$ cat src/hdl/core_consts.svh
// integer core constants
`ifndef CORE_CONSTS_SVH
`define CORE_CONSTS_SVH

// datapath width of the rv64 core.
`define XLEN 64

// integer register file.
`define NUM_REGS 32
`define REG_IDX_W 5

// shift amounts for 64-bit and word operations.
`define SHAMT_W 6
`define SHAMT_W32 5

// instruction word width.
`define ILEN 32

`endif
$ cat src/hdl/core_pipe_pkg.sv
// pipeline stage types
`default_nettype none

`include "core_consts.svh"

package core_pipe_pkg;

    typedef enum logic [3:0] {
        alu_add,
        alu_sub,
        alu_sll,
        alu_slt,
        alu_sltu,
        alu_xor,
        alu_srl,
        alu_sra,
        alu_or,
        alu_and
    } alu_op_e;

    typedef enum logic [1:0] {
        op1_reg,
        op1_pc,
        op1_zero  // used by lui.
    } op1_sel_e;

    typedef enum logic {
        op2_reg,
        op2_imm
    } op2_sel_e;

    typedef struct packed {
        logic                  valid;
        alu_op_e               alu_op;
        op1_sel_e              op1_sel;
        op2_sel_e              op2_sel;
        logic                  word;  // 32-bit w operation.
        logic [`REG_IDX_W-1:0] rd;
        logic                  wr;
        logic [`XLEN-1:0]      rs1_val;
        logic [`XLEN-1:0]      rs2_val;
        logic [`XLEN-1:0]      imm;
        logic [`XLEN-1:0]      pc;
    } dec_ex_t;

    typedef struct packed {
        logic                  valid;
        logic                  wr;
        logic                  word;
        logic [`REG_IDX_W-1:0] rd;
        logic [`XLEN-1:0]      result;
    } ex_res_t;

    typedef struct packed {
        logic                  valid;
        logic [`REG_IDX_W-1:0] rd;
        logic [`XLEN-1:0]      data;
    } wb_t;

endpackage

`default_nettype wire

$ cat src/hdl/rv_isa_pkg.sv
// rv64 instruction set definitions
`default_nettype none

`include "core_consts.svh"

package rv_isa_pkg;

    typedef enum logic [6:0] {
        opc_lui       = 7'b0110111,
        opc_auipc     = 7'b0010111,
        opc_op_imm    = 7'b0010011,
        opc_op        = 7'b0110011,
        opc_op_imm_32 = 7'b0011011,
        opc_op_32     = 7'b0111011
    } opcode_e;

    localparam logic [2:0] f3_add  = 3'b000;  // sub shares this code.
    localparam logic [2:0] f3_sll  = 3'b001;
    localparam logic [2:0] f3_slt  = 3'b010;
    localparam logic [2:0] f3_sltu = 3'b011;
    localparam logic [2:0] f3_xor  = 3'b100;
    localparam logic [2:0] f3_sr   = 3'b101;  // srl and sra.
    localparam logic [2:0] f3_or   = 3'b110;
    localparam logic [2:0] f3_and  = 3'b111;

    // funct7 bit that selects sub and sra.
    localparam int f7_alt_bit = 5;

    typedef struct packed {
        logic [6:0]            funct7;
        logic [`REG_IDX_W-1:0] rs2;
        logic [`REG_IDX_W-1:0] rs1;
        logic [2:0]            funct3;
        logic [`REG_IDX_W-1:0] rd;
        opcode_e               opcode;
    } r_fmt_t;

    typedef struct packed {
        logic [19:0]           imm20;  // the i-type immediate is the top 12 bits.
        logic [`REG_IDX_W-1:0] rd;
        opcode_e               opcode;
    } iu_fmt_t;

    typedef union packed {
        r_fmt_t  r;
        iu_fmt_t iu;
    } inst_u;

endpackage

`default_nettype wire

$ cat src/hdl/int_core.sv
// rv64 integer datapath top
`timescale 1ns/1ps
`default_nettype none

`include "core_consts.svh"

module int_core
    import rv_isa_pkg::*;
    import core_pipe_pkg::*;
(
    input  wire logic                 clk,
    input  wire logic                 rst_n,
    input  wire logic                 inst_valid_i,
    input  wire inst_u                inst_i,
    input  wire logic [`XLEN-1:0]     pc_i,
    output logic                      wb_valid_o,
    output logic [`REG_IDX_W-1:0]     wb_rd_o,
    output logic [`XLEN-1:0]          wb_data_o
);

    dec_ex_t dec;
    ex_res_t res;
    wb_t     wb;

    int_decode u_int_decode (
        .clk          (clk),
        .rst_n        (rst_n),
        .inst_valid_i (inst_valid_i),
        .inst_i       (inst_i),
        .pc_i         (pc_i),
        .wb_i         (wb),  // writeback also feeds the register file.
        .dec_o        (dec)
    );

    int_execute u_int_execute (
        .clk   (clk),
        .rst_n (rst_n),
        .dec_i (dec),
        .res_o (res)
    );

    int_result u_int_result (
        .clk   (clk),
        .rst_n (rst_n),
        .res_i (res),
        .wb_o  (wb)
    );

    assign wb_valid_o = wb.valid;
    assign wb_rd_o    = wb.rd;
    assign wb_data_o  = wb.data;

endmodule

`default_nettype wire

$ cat src/hdl/int_result.sv
// integer result stage
`timescale 1ns/1ps
`default_nettype none

`include "core_consts.svh"

module int_result
    import core_pipe_pkg::*;
(
    input  wire logic    clk,
    input  wire logic    rst_n,
    input  wire ex_res_t res_i,
    output wb_t          wb_o
);

    logic [`XLEN-1:0] data_ext;

    // w results are sign-extended from bit 31.
    always_comb begin
        if (res_i.word) begin
            data_ext = {{(`XLEN-32){res_i.result[31]}}, res_i.result[31:0]};
        end else begin
            data_ext = res_i.result;
        end
    end

    always_ff @(posedge clk) begin
        wb_o.rd   <= res_i.rd;
        wb_o.data <= data_ext;
        if (!rst_n) begin
            wb_o.valid <= 1'b0;
        end else begin
            wb_o.valid <= res_i.valid && res_i.wr;  // x0 and unknown opcodes stop here.
        end
    end

endmodule

`default_nettype wire

$ cat src/hdl/int_execute.sv
// integer execute stage
`timescale 1ns/1ps
`default_nettype none

`include "core_consts.svh"

module int_execute
    import core_pipe_pkg::*;
(
    input  wire logic    clk,
    input  wire logic    rst_n,
    input  wire dec_ex_t dec_i,
    output ex_res_t      res_o
);

    localparam logic [`XLEN-1:0] all_ones = '1;

    logic [`XLEN-1:0]    op1;
    logic [`XLEN-1:0]    op2;
    logic [`SHAMT_W-1:0] shamt;
    logic                fill;
    logic [`XLEN-1:0]    sh_in;
    logic [`XLEN-1:0]    sh_out;
    logic [`XLEN-1:0]    alu_out;

    function automatic logic [`XLEN-1:0] bit_rev(input logic [`XLEN-1:0] v);
        logic [`XLEN-1:0] r;
        for (int i = 0; i < `XLEN; i++) begin
            r[i] = v[`XLEN-1-i];
        end
        return r;
    endfunction

    always_comb begin
        case (dec_i.op1_sel)
            op1_pc:   op1 = dec_i.pc;
            op1_zero: op1 = '0;
            default:  op1 = dec_i.rs1_val;
        endcase
        op2 = (dec_i.op2_sel == op2_imm) ? dec_i.imm : dec_i.rs2_val;
    end

    // one right shifter serves sll too, through bit reversal.
    always_comb begin
        shamt = dec_i.word ? {1'b0, op2[`SHAMT_W32-1:0]} : op2[`SHAMT_W-1:0];
        fill  = (dec_i.alu_op == alu_sra) && (dec_i.word ? op1[31] : op1[`XLEN-1]);
        if (dec_i.alu_op == alu_sll) begin
            sh_in = bit_rev(op1);
        end else if (dec_i.word) begin
            sh_in = {{(`XLEN-32){fill}}, op1[31:0]};
        end else begin
            sh_in = op1;
        end
        sh_out = sh_in;
        for (int s = 0; s < `SHAMT_W; s++) begin
            if (shamt[s]) begin
                sh_out = (sh_out >> (1 << s)) | (fill ? ~(all_ones >> (1 << s)) : '0);
            end
        end
    end

    always_comb begin
        case (dec_i.alu_op)
            alu_add:  alu_out = op1 + op2;
            alu_sub:  alu_out = op1 - op2;
            alu_sll:  alu_out = bit_rev(sh_out);
            alu_slt:  alu_out = {{(`XLEN-1){1'b0}}, $signed(op1) < $signed(op2)};
            alu_sltu: alu_out = {{(`XLEN-1){1'b0}}, op1 < op2};
            alu_xor:  alu_out = op1 ^ op2;
            alu_srl:  alu_out = sh_out;
            alu_sra:  alu_out = sh_out;
            alu_or:   alu_out = op1 | op2;
            default:  alu_out = op1 & op2;
        endcase
    end

    always_ff @(posedge clk) begin
        res_o.wr     <= dec_i.wr;
        res_o.word   <= dec_i.word;
        res_o.rd     <= dec_i.rd;
        res_o.result <= alu_out;
        if (!rst_n) begin
            res_o.valid <= 1'b0;
        end else begin
            res_o.valid <= dec_i.valid;
        end
    end

endmodule

`default_nettype wire

$ cat src/hdl/int_decode.sv
// integer decode stage
`timescale 1ns/1ps
`default_nettype none

`include "core_consts.svh"

module int_decode
    import rv_isa_pkg::*;
    import core_pipe_pkg::*;
(
    input  wire logic             clk,
    input  wire logic             rst_n,
    input  wire logic             inst_valid_i,
    input  wire inst_u            inst_i,
    input  wire logic [`XLEN-1:0] pc_i,
    input  wire wb_t              wb_i,
    output dec_ex_t               dec_o
);

    logic [`XLEN-1:0] regs [`NUM_REGS];
    logic             known;
    logic             is_imm;
    logic             is_upper;
    logic             is_word;
    logic             is_shift;
    logic             alt;
    logic [11:0]      imm_i;
    logic [`XLEN-1:0] imm;
    op1_sel_e         op1_sel;
    alu_op_e          alu_op;
    dec_ex_t          dec_d;

    // a write on this edge is seen by the read in the same cycle.
    function automatic logic [`XLEN-1:0] read_reg(input logic [`REG_IDX_W-1:0] idx);
        if (wb_i.valid && (wb_i.rd == idx) && (idx != '0)) begin
            return wb_i.data;
        end
        return regs[idx];
    endfunction

    always_comb begin
        known    = 1'b1;
        is_imm   = 1'b0;
        is_upper = 1'b0;
        is_word  = 1'b0;
        op1_sel  = op1_reg;
        case (inst_i.r.opcode)
            opc_lui: begin
                is_upper = 1'b1;
                op1_sel  = op1_zero;
            end
            opc_auipc: begin
                is_upper = 1'b1;
                op1_sel  = op1_pc;
            end
            opc_op_imm: is_imm = 1'b1;
            opc_op: known = 1'b1;
            opc_op_imm_32: begin
                is_imm  = 1'b1;
                is_word = 1'b1;
            end
            opc_op_32: is_word = 1'b1;
            default: known = 1'b0;
        endcase
    end

    assign alt      = inst_i.r.funct7[f7_alt_bit];
    assign imm_i    = inst_i.iu.imm20[19:8];
    assign is_shift = (inst_i.r.funct3 == f3_sll) || (inst_i.r.funct3 == f3_sr);

    always_comb begin
        case (inst_i.r.funct3)
            f3_add:  alu_op = (alt && !is_imm) ? alu_sub : alu_add;  // addi has no sub.
            f3_sll:  alu_op = alu_sll;
            f3_slt:  alu_op = alu_slt;
            f3_sltu: alu_op = alu_sltu;
            f3_xor:  alu_op = alu_xor;
            f3_sr:   alu_op = alt ? alu_sra : alu_srl;
            f3_or:   alu_op = alu_or;
            default: alu_op = alu_and;
        endcase
        if (is_upper) begin
            alu_op = alu_add;
        end
    end

    always_comb begin
        if (is_upper) begin
            imm = {{(`XLEN-`ILEN){imm_i[11]}}, inst_i.iu.imm20, 12'b0};
        end else if (is_shift) begin
            imm = {{(`XLEN-`SHAMT_W){1'b0}}, imm_i[`SHAMT_W-1:0]};  // drops the sra flag.
        end else begin
            imm = {{(`XLEN-12){imm_i[11]}}, imm_i};
        end
    end

    always_comb begin
        dec_d.valid   = inst_valid_i;
        dec_d.alu_op  = alu_op;
        dec_d.op1_sel = op1_sel;
        dec_d.op2_sel = (is_imm || is_upper) ? op2_imm : op2_reg;
        dec_d.word    = is_word;
        dec_d.rd      = inst_i.r.rd;
        dec_d.wr      = known && (inst_i.r.rd != '0);
        dec_d.rs1_val = read_reg(inst_i.r.rs1);
        dec_d.rs2_val = read_reg(inst_i.r.rs2);
        dec_d.imm     = imm;
        dec_d.pc      = pc_i;
    end

    always_ff @(posedge clk) begin
        if (!rst_n) begin
            for (int i = 0; i < `NUM_REGS; i++) begin
                regs[i] <= '0;
            end
        end else if (wb_i.valid && (wb_i.rd != '0)) begin
            regs[wb_i.rd] <= wb_i.data;
        end
    end

    always_ff @(posedge clk) begin
        dec_o <= dec_d;
        if (!rst_n) begin
            dec_o.valid <= 1'b0;
        end
    end

endmodule

`default_nettype wire

$ cat config.mk
export PLATFORM = sky130hd
export DESIGN_NAME = int_core
export DESIGN_NICKNAME = d
export VERILOG_FILES = /design/src/hdl/core_pipe_pkg.sv /design/src/hdl/rv_isa_pkg.sv /design/src/hdl/int_core.sv /design/src/hdl/int_result.sv /design/src/hdl/int_execute.sv /design/src/hdl/int_decode.sv
export VERILOG_INCLUDE_DIRS = /design/src /design/src/hdl
export SDC_FILE = /design/constraint.sdc
export NUM_CORES = 2
export LEC_CHECK = 0
export BUFFER_PORTS_ARGS = -buffer_cell sky130_fd_sc_hd__clkbuf_2
export CAP_MARGIN = 0
export CELL_PAD_IN_SITES_DETAIL_PLACEMENT = 0
export CELL_PAD_IN_SITES_GLOBAL_PLACEMENT = 2
export CORE_MARGIN = 2
export CORE_UTILIZATION = 35
export CTS_BUF_LIST = sky130_fd_sc_hd__clkbuf_4
export CTS_CLUSTER_SIZE = 28
export DETAILED_ROUTE_END_ITERATION = 7
export PLACE_DENSITY = 0.67
export RECOVER_POWER = 25
export SYNTH_ARGS = -nofsm -noshare
export SYNTH_HDL_FRONTEND = slang
export SYNTH_SLANG_ARGS = --single-unit
export TNS_END_PERCENT = 10
$ cat constraint.sdc
create_clock -name clk -period 7.1 [get_ports clk]
set_clock_uncertainty 0.05 [all_clocks]
set_input_delay 1.775 -clock clk [delete_from_list [all_inputs] [get_ports clk]]
set_output_delay 1.775 -clock clk [all_outputs]
set_load 0.005 [all_outputs]
Word level (Yosys, flattened, before mapping). Memories as Yosys holds them, arrays and structs flattened. Cells that the tools add are included.

Register bits after elaboration: 413. Bits in writable memories: 2048. Input port bits: 99. Output and inout port bits: 70. Logic and storage cells: 128. Memories kept: 1.

$add $sub $neg: 2. $lt $le $gt $ge: 2. Eq/ne operators: 24. Mux-type cells: 44. Bitwise operators: 9. Reduce and logical (&&, ||, !) cells: 25.

Memories: u_int_decode.regs (depth 32, width 64, rd ports 2, clocked after memory_dff 0, wr ports 32, RTL line int_decode.sv:20) `` logic [`XLEN-1:0] regs [`NUM_REGS]; ``.

Operators with widths (count): $mux 64 (23); $pmux 64 s8 (1); $lt 64x64->1 (2); $pmux 64 s2 (1); $add 64x64->64 (1); $and 64x64->64 (1); $or 32x64->64 (1); $or 48x64->64 (1); $or 56x64->64 (1); $or 60x64->64 (1); $or 62x64->64 (1); $or 63x64->64 (1); $or 64x64->64 (1); $reduce_or 64->1 (1); $sub 64x64->64 (1); $xor 64x64->64 (1); $pmux 4 s7 (1); $eq 7x5->1 const B (3); $eq 7x6->1 const B (3); $reduce_bool 5->1 (4); $eq 4x3->1 const B (4); $mux 1 (15); $eq 5x5->1 (2); $reduce_or 2->1 (5); other kinds (17) (30).

Longest topological paths before layout.
Depth after elaboration: 19. Mapped depth: 22.

By module. Synthesis repeated with hierarchy kept, for this count alone.

Cell total of the unflattened synthesis: 11166. Area total of the unflattened synthesis: 137997.4 sq um.

Modules (own cells, without submodules): int_decode (instances 1, cells each 7997, area each 115613.4 sq um); int_execute (instances 1, cells each 3059, area each 20447.1 sq um); int_result (instances 1, cells each 110, area each 1936.9 sq um).

Least setup slack after synthesis. OpenSTA, ideal clock, no wires.

Path type: input port to flip-flop. Start point: in rst_n. End point: mem u_int_decode.regs[28][0] (netlist name), enable pin. Data arrival time: 7086 ps. Required time: 6475 ps. Path slack: -611 ps. Stages on the path: 6. Path buffers: 2. Path through: clkbuf_1 > nand2_1 > nor2_1 > nand3b_1 > clkbuf_1 > o21ai_0.

RTL lines: start, declared (RTL line int_core.sv:12) `input wire logic rst_n,`; end, declared (RTL line int_decode.sv:20).

==> impl_table.tex <==
\begin{tabular}{lr}
\hline
Metric & Value \\
\hline
\multicolumn{2}{l}{\textbf{Drt}} \\
\quad Final routed wire length divided by cell count & 37.18 um \\
\quad Pre-antenna DRT Iters & 8 \\
\quad Number of vias per cell & 6.047 \\
\quad Remaining antenna violation count & 0 \\
\quad DR vias & 97450 \\
\quad DRC marker count from the first detailed-route iteration & 13630 \\
\quad \# DRC & 0 \\
\quad Total wire length & 599200 um \\
\multicolumn{2}{l}{\textbf{Timing}} \\
\quad Number of failing setup endpoints in the final timing report & 0 \\
\quad Max Slew Vio Count & approximately 900 \\
\quad Number of hold violations in the final report & 0 \\
\quad Setup repair after global routing missed its margin & false \\
\quad Max Fclk & between 150 and 200 MHz \\
\quad Tightest Pin Transition & 3595 ps \\
\quad Final worst path period need & 6611 ps \\
\quad Worst slew margin & -1.397 \\
\quad Hold\_ws & 180.0 ps \\
\quad Period Utilization, post-route & 0.9311 \\
\multicolumn{2}{l}{\textbf{Yosys}} \\
\quad Number of warnings reported in the yosys synthesis log & 0 \\
\quad Mapped Cells & between 9000 and 10000 \\
\quad Ys async rst share & 0 \\
\quad Ys flop type & sky130\_fd\_sc\_hd\_\_edfxtp\_1 \\
\quad Commonest cells post-synth & 2048 x sky130\_fd\_sc\_hd\_\_edfxtp\_1, 2001 x sky130\_fd\_sc\_hd\_\_and2\_1, 1282 x sky130\_fd\_sc\_hd\_\_mux4\_2, 792 x sky130\_fd\_sc\_hd\_\_clkbuf\_1, 468 x sky130\_fd\_sc\_hd\_\_nand2\_1 \\
\quad Area share of the largest cell type after synthesis & 0.4544 \\
\quad Post-synthesis cell type with the largest combined area & sky130\_fd\_sc\_hd\_\_edfxtp\_1 \\
\quad Post-synth EDFFs & 2048 \\
\quad Per-instance average area after synthesis & 13.60 um2 \\
\quad Flip-flop and latch count after synthesis & about 2400 \\
\quad Share of synthesized area occupied by flip-flops and latches & 0.5107 \\
\quad Count of cell types in the netlist & 98 \\
\quad Most repeated cell in the gate-level netlist after synthesis & sky130\_fd\_sc\_hd\_\_edfxtp\_1 \\
\quad Mapped Area & 135400 um2 \\
\quad Synth top area cells & sky130\_fd\_sc\_hd\_\_edfxtp\_1 45\%, sky130\_fd\_sc\_hd\_\_mux4\_2 21\%, sky130\_fd\_sc\_hd\_\_and2\_1 9.2\% \\
\multicolumn{2}{l}{\textbf{Run status}} \\
\quad Violations in the final reports & capacitance limit, slew limit \\
\quad Outcome & finished, violations left \\
\multicolumn{2}{l}{\textbf{Layout}} \\
\quad Area growth, synth to finish & 13.06\% \\
\quad Post-route core utilization & 0.3971 \\
\quad Share of final-layout standard cells stronger than drive strength 1 & 0.2831 \\
\quad Fill count & between 30000 and 40000 \\
\quad Final design instance area without fill & 153000 um2 \\
\quad Final layout net count & 10620 \\
\multicolumn{2}{l}{\textbf{Worst setup path}} \\
\quad CP Launch Type & input port \\
\quad Setup crit end kind & register \\
\quad Maximum fanout count along the critical path & 43 \\
\quad Launch instance of the worst register-to-register path & u\_int\_decode.dec\_o[265]\$\_DFF\_P\_ \\
\quad Worst endpoint data arrival time & around 7800 ps \\
\quad Worst R2R Path Depth & 19 \\
\quad Register-to-Register Setup Slack & 560 ps \\
\quad Worst flop-to-flop path endpoint & u\_int\_execute.res\_o[60]\$\_DFF\_P\_ \\
\quad Setup crit start & rst\_n \\
\quad Required time worst endpoint & 8270 ps \\
\quad WS Path Type & input port to register \\
\quad Worst setup path endpoint & u\_int\_decode.regs[5][52]\$\_SDFFCE\_PN0P\_ \\
\multicolumn{2}{l}{\textbf{Pwr}} \\
\quad Total power & between 40 and 50 mW \\
\quad Peak VDD IR & $\sim$0.17 mV \\
\quad Total power density per cell area & 262.8 nW/um2 \\
\quad Leakage power summed over all cells & 56.43 nW \\
\multicolumn{2}{l}{\textbf{Worst hold path}} \\
\quad Cell count of the worst hold path & 1 \\
\quad Type of the most critical hold path & input port to register \\
\quad Hold path start & pc\_i[41] \\
\multicolumn{2}{l}{\textbf{Die}} \\
\quad Die outline width & 625.9 um \\
\quad Number of rows in the core area & 228 \\
\quad Vertical die dimension & 625.9 um \\
\quad Initial core utilization & 0.3512 \\
\quad Core Region & around 390000 um2 \\
\quad Die ar. & approximately 400000 um2 \\
\quad Number of top-level design ports & 169 \\
\multicolumn{2}{l}{\textbf{Clock tree}} \\
\quad CTS Buf Count & between 600 and 700 \\
\quad Post-cts sizing count & 0 \\
\quad Clk Latency, worst-skew pair & approximately 1700 ps \\
\quad Hold Buf Count CTS & 29 \\
\quad Root Driver & sky130\_fd\_sc\_hd\_\_clkbuf\_4 \\
\quad Clock Sink Count & 2429 \\
\quad Clock Pin Slew Worst Setup and Hold Paths & 60 ps \\
\quad H-tree levels & 6 \\
\quad CTS tree & built \\
\quad Maximum number of buffers from clock root to sink & 4 \\
\quad Number of buffers inserted by post-CTS setup repair & 0 \\
\multicolumn{2}{l}{\textbf{Placed design}} \\
\quad Final estimated routing congestion in global placement & 0.9810 \\
\quad Count of input and output buffers & 168 \\
\quad Final HPWL DP & 374200 um \\
\quad Instance area at placement & 144000 um2 \\
\multicolumn{2}{l}{\textbf{GRT}} \\
\quad Gr ovfl total & 0 \\
\quad Number of global-route vias before repair & 97890 \\
\quad First-pass GRT wire length & $\sim$800000 um \\
\quad Initial antenna violation count & about 100 \\
\quad GRT Util Overall & 0.3005 \\
\quad Largest net degree at the start of global routing & 120 \\
\multicolumn{2}{l}{\textbf{Run}} \\
\quad Max cap viols & 26 \\
\hline
\end{tabular}
per-stage QoR:
stage / instances / worst slack [ps] / TNS (ps)
2_1_floorplan: 10020 / -611.4 / -1122550
3_3_place_gp: 14790 / 648.5 / 0
3_5_place_dp: 14790 / 701.6 / 0
4_1_cts: 16050 / 761.1 / 0
5_1_grt: 16080 / 327.5 / 0
6_report: 16110 / 489.5 / 0
per-layer routing:
| layer | vias to the layer above | track usage | routed length, um | share of wire |
|---|---|---|---|---|
| met5 | - | 0 | 184 | 0.00031 |
| met4 | 30 | 0.1454 | 32320 | 0.054 |
| met3 | 1411 | 0.06772 | 59310 | 0.099 |
| met2 | 6187 | 0.4749 | 276400 | 0.46 |
| met1 | 50700 | 0.3905 | 230900 | 0.39 |
| li1 | 39120 | - | - | - |
cell usage in the layout, fill, tap and decap left out, drive strengths merged, types with 20 or more instances in the layout:
master / n
buf: 384
a221oi: 42
o211ai: 32
o21ai: 413
clkbuf: 1211
nor4: 38
ha: 193
o21a: 23
nand2b: 58
nor3: 58
edfxtp: 2048
clkinv: 166
nor2: 307
nand2: 468
dfxtp: 381
o22ai: 50
a31oi: 45
a221o: 20
and3: 25
mux2: 48
dlygate4sd3: 29
nand3: 48
a211oi: 35
conb: 64
o21bai: 34
mux4: 1282
a21oi: 246
o221ai: 59
and2: 2002
o31ai: 25
mux2i: 348
inv: 256
a21o: 102
diode: 65
a22oi: 21
power breakdown:
| group | internal [mW] | switching [mW] |
|---|---|---|
| sequential | 16.2 | 0.866 |
| clock | 6.95 | 6.56 |
| combinational | 3.09 | 6.51 |
| total | 26.3 | 13.9 |
how the worst min path moves through the flow:
stage	to	slack [ps]
global placement	u_int_execute.res_o[65]$_DFF_P_	260
global route	u_int_decode.dec_o[20]$_DFF_P_	100
finish	u_int_decode.dec_o[41]$_DFF_P_	180
CTS	u_int_decode.dec_o[51]$_DFF_P_	3
floorplan	u_int_execute.res_o[64]$_DFF_P_	260
detailed placement	u_int_execute.res_o[66]$_DFF_P_	260
worst max-delay path: stages:
cell and delay, ps:
sky130_fd_sc_hd__clkbuf_1 2480, sky130_fd_sc_hd__nand2_1 240, sky130_fd_sc_hd__nor2_1 200, sky130_fd_sc_hd__nand2_1 70, sky130_fd_sc_hd__clkbuf_1 670, sky130_fd_sc_hd__o21ai_0 940
sky130_fd_sc_hd__clkbuf_4 1220
kinds of logic (layout without fill, tap and decap cells):
kind of cell | count (synthesis) | count (layout) | synth area share
AO/OA/AOI/OAI | 1307 | 1307 | 0.06319
XOR/XNOR | 27 | 27 | 0.001747
adder cells (fa/ha/maj) | 195 | 195 | 0.01814
buffers and inverters | 1208 | 2066 | 0.03405
flip-flops | 2429 | 2429 | 0.5107
multiplexers | 1678 | 1678 | 0.2430
other | 1 | 129 | 0.00002770
AND/OR/NAND/NOR | 3108 | 3108 | 0.1291
sequential cells by signal, indices dropped and copies added, names as in the netlist:
signal and count:
u_int_decode.regs 2048, u_int_decode.dec_o 239, u_int_result.wb_o 70, u_int_execute.res_o 72
cell type report:
class | count | area, um2 | area share
Sequential cell | 2429 | 69130 | 0.4518
Multi-Input combinational cell | 6379 | 62430 | 0.4080
Clock buffer | 1022 | 7672 | 0.05014
Tap cell | 5175 | 6475 | 0.04231
Timing Repair Buffer | 602 | 5069 | 0.03312
Clock inverter | 205 | 1190 | 0.007776
Inverter | 237 | 894.6 | 0.005846
Antenna cell | 65 | 162.7 | 0.001063
Note: power is estimated with default switching activity, not from simulation.
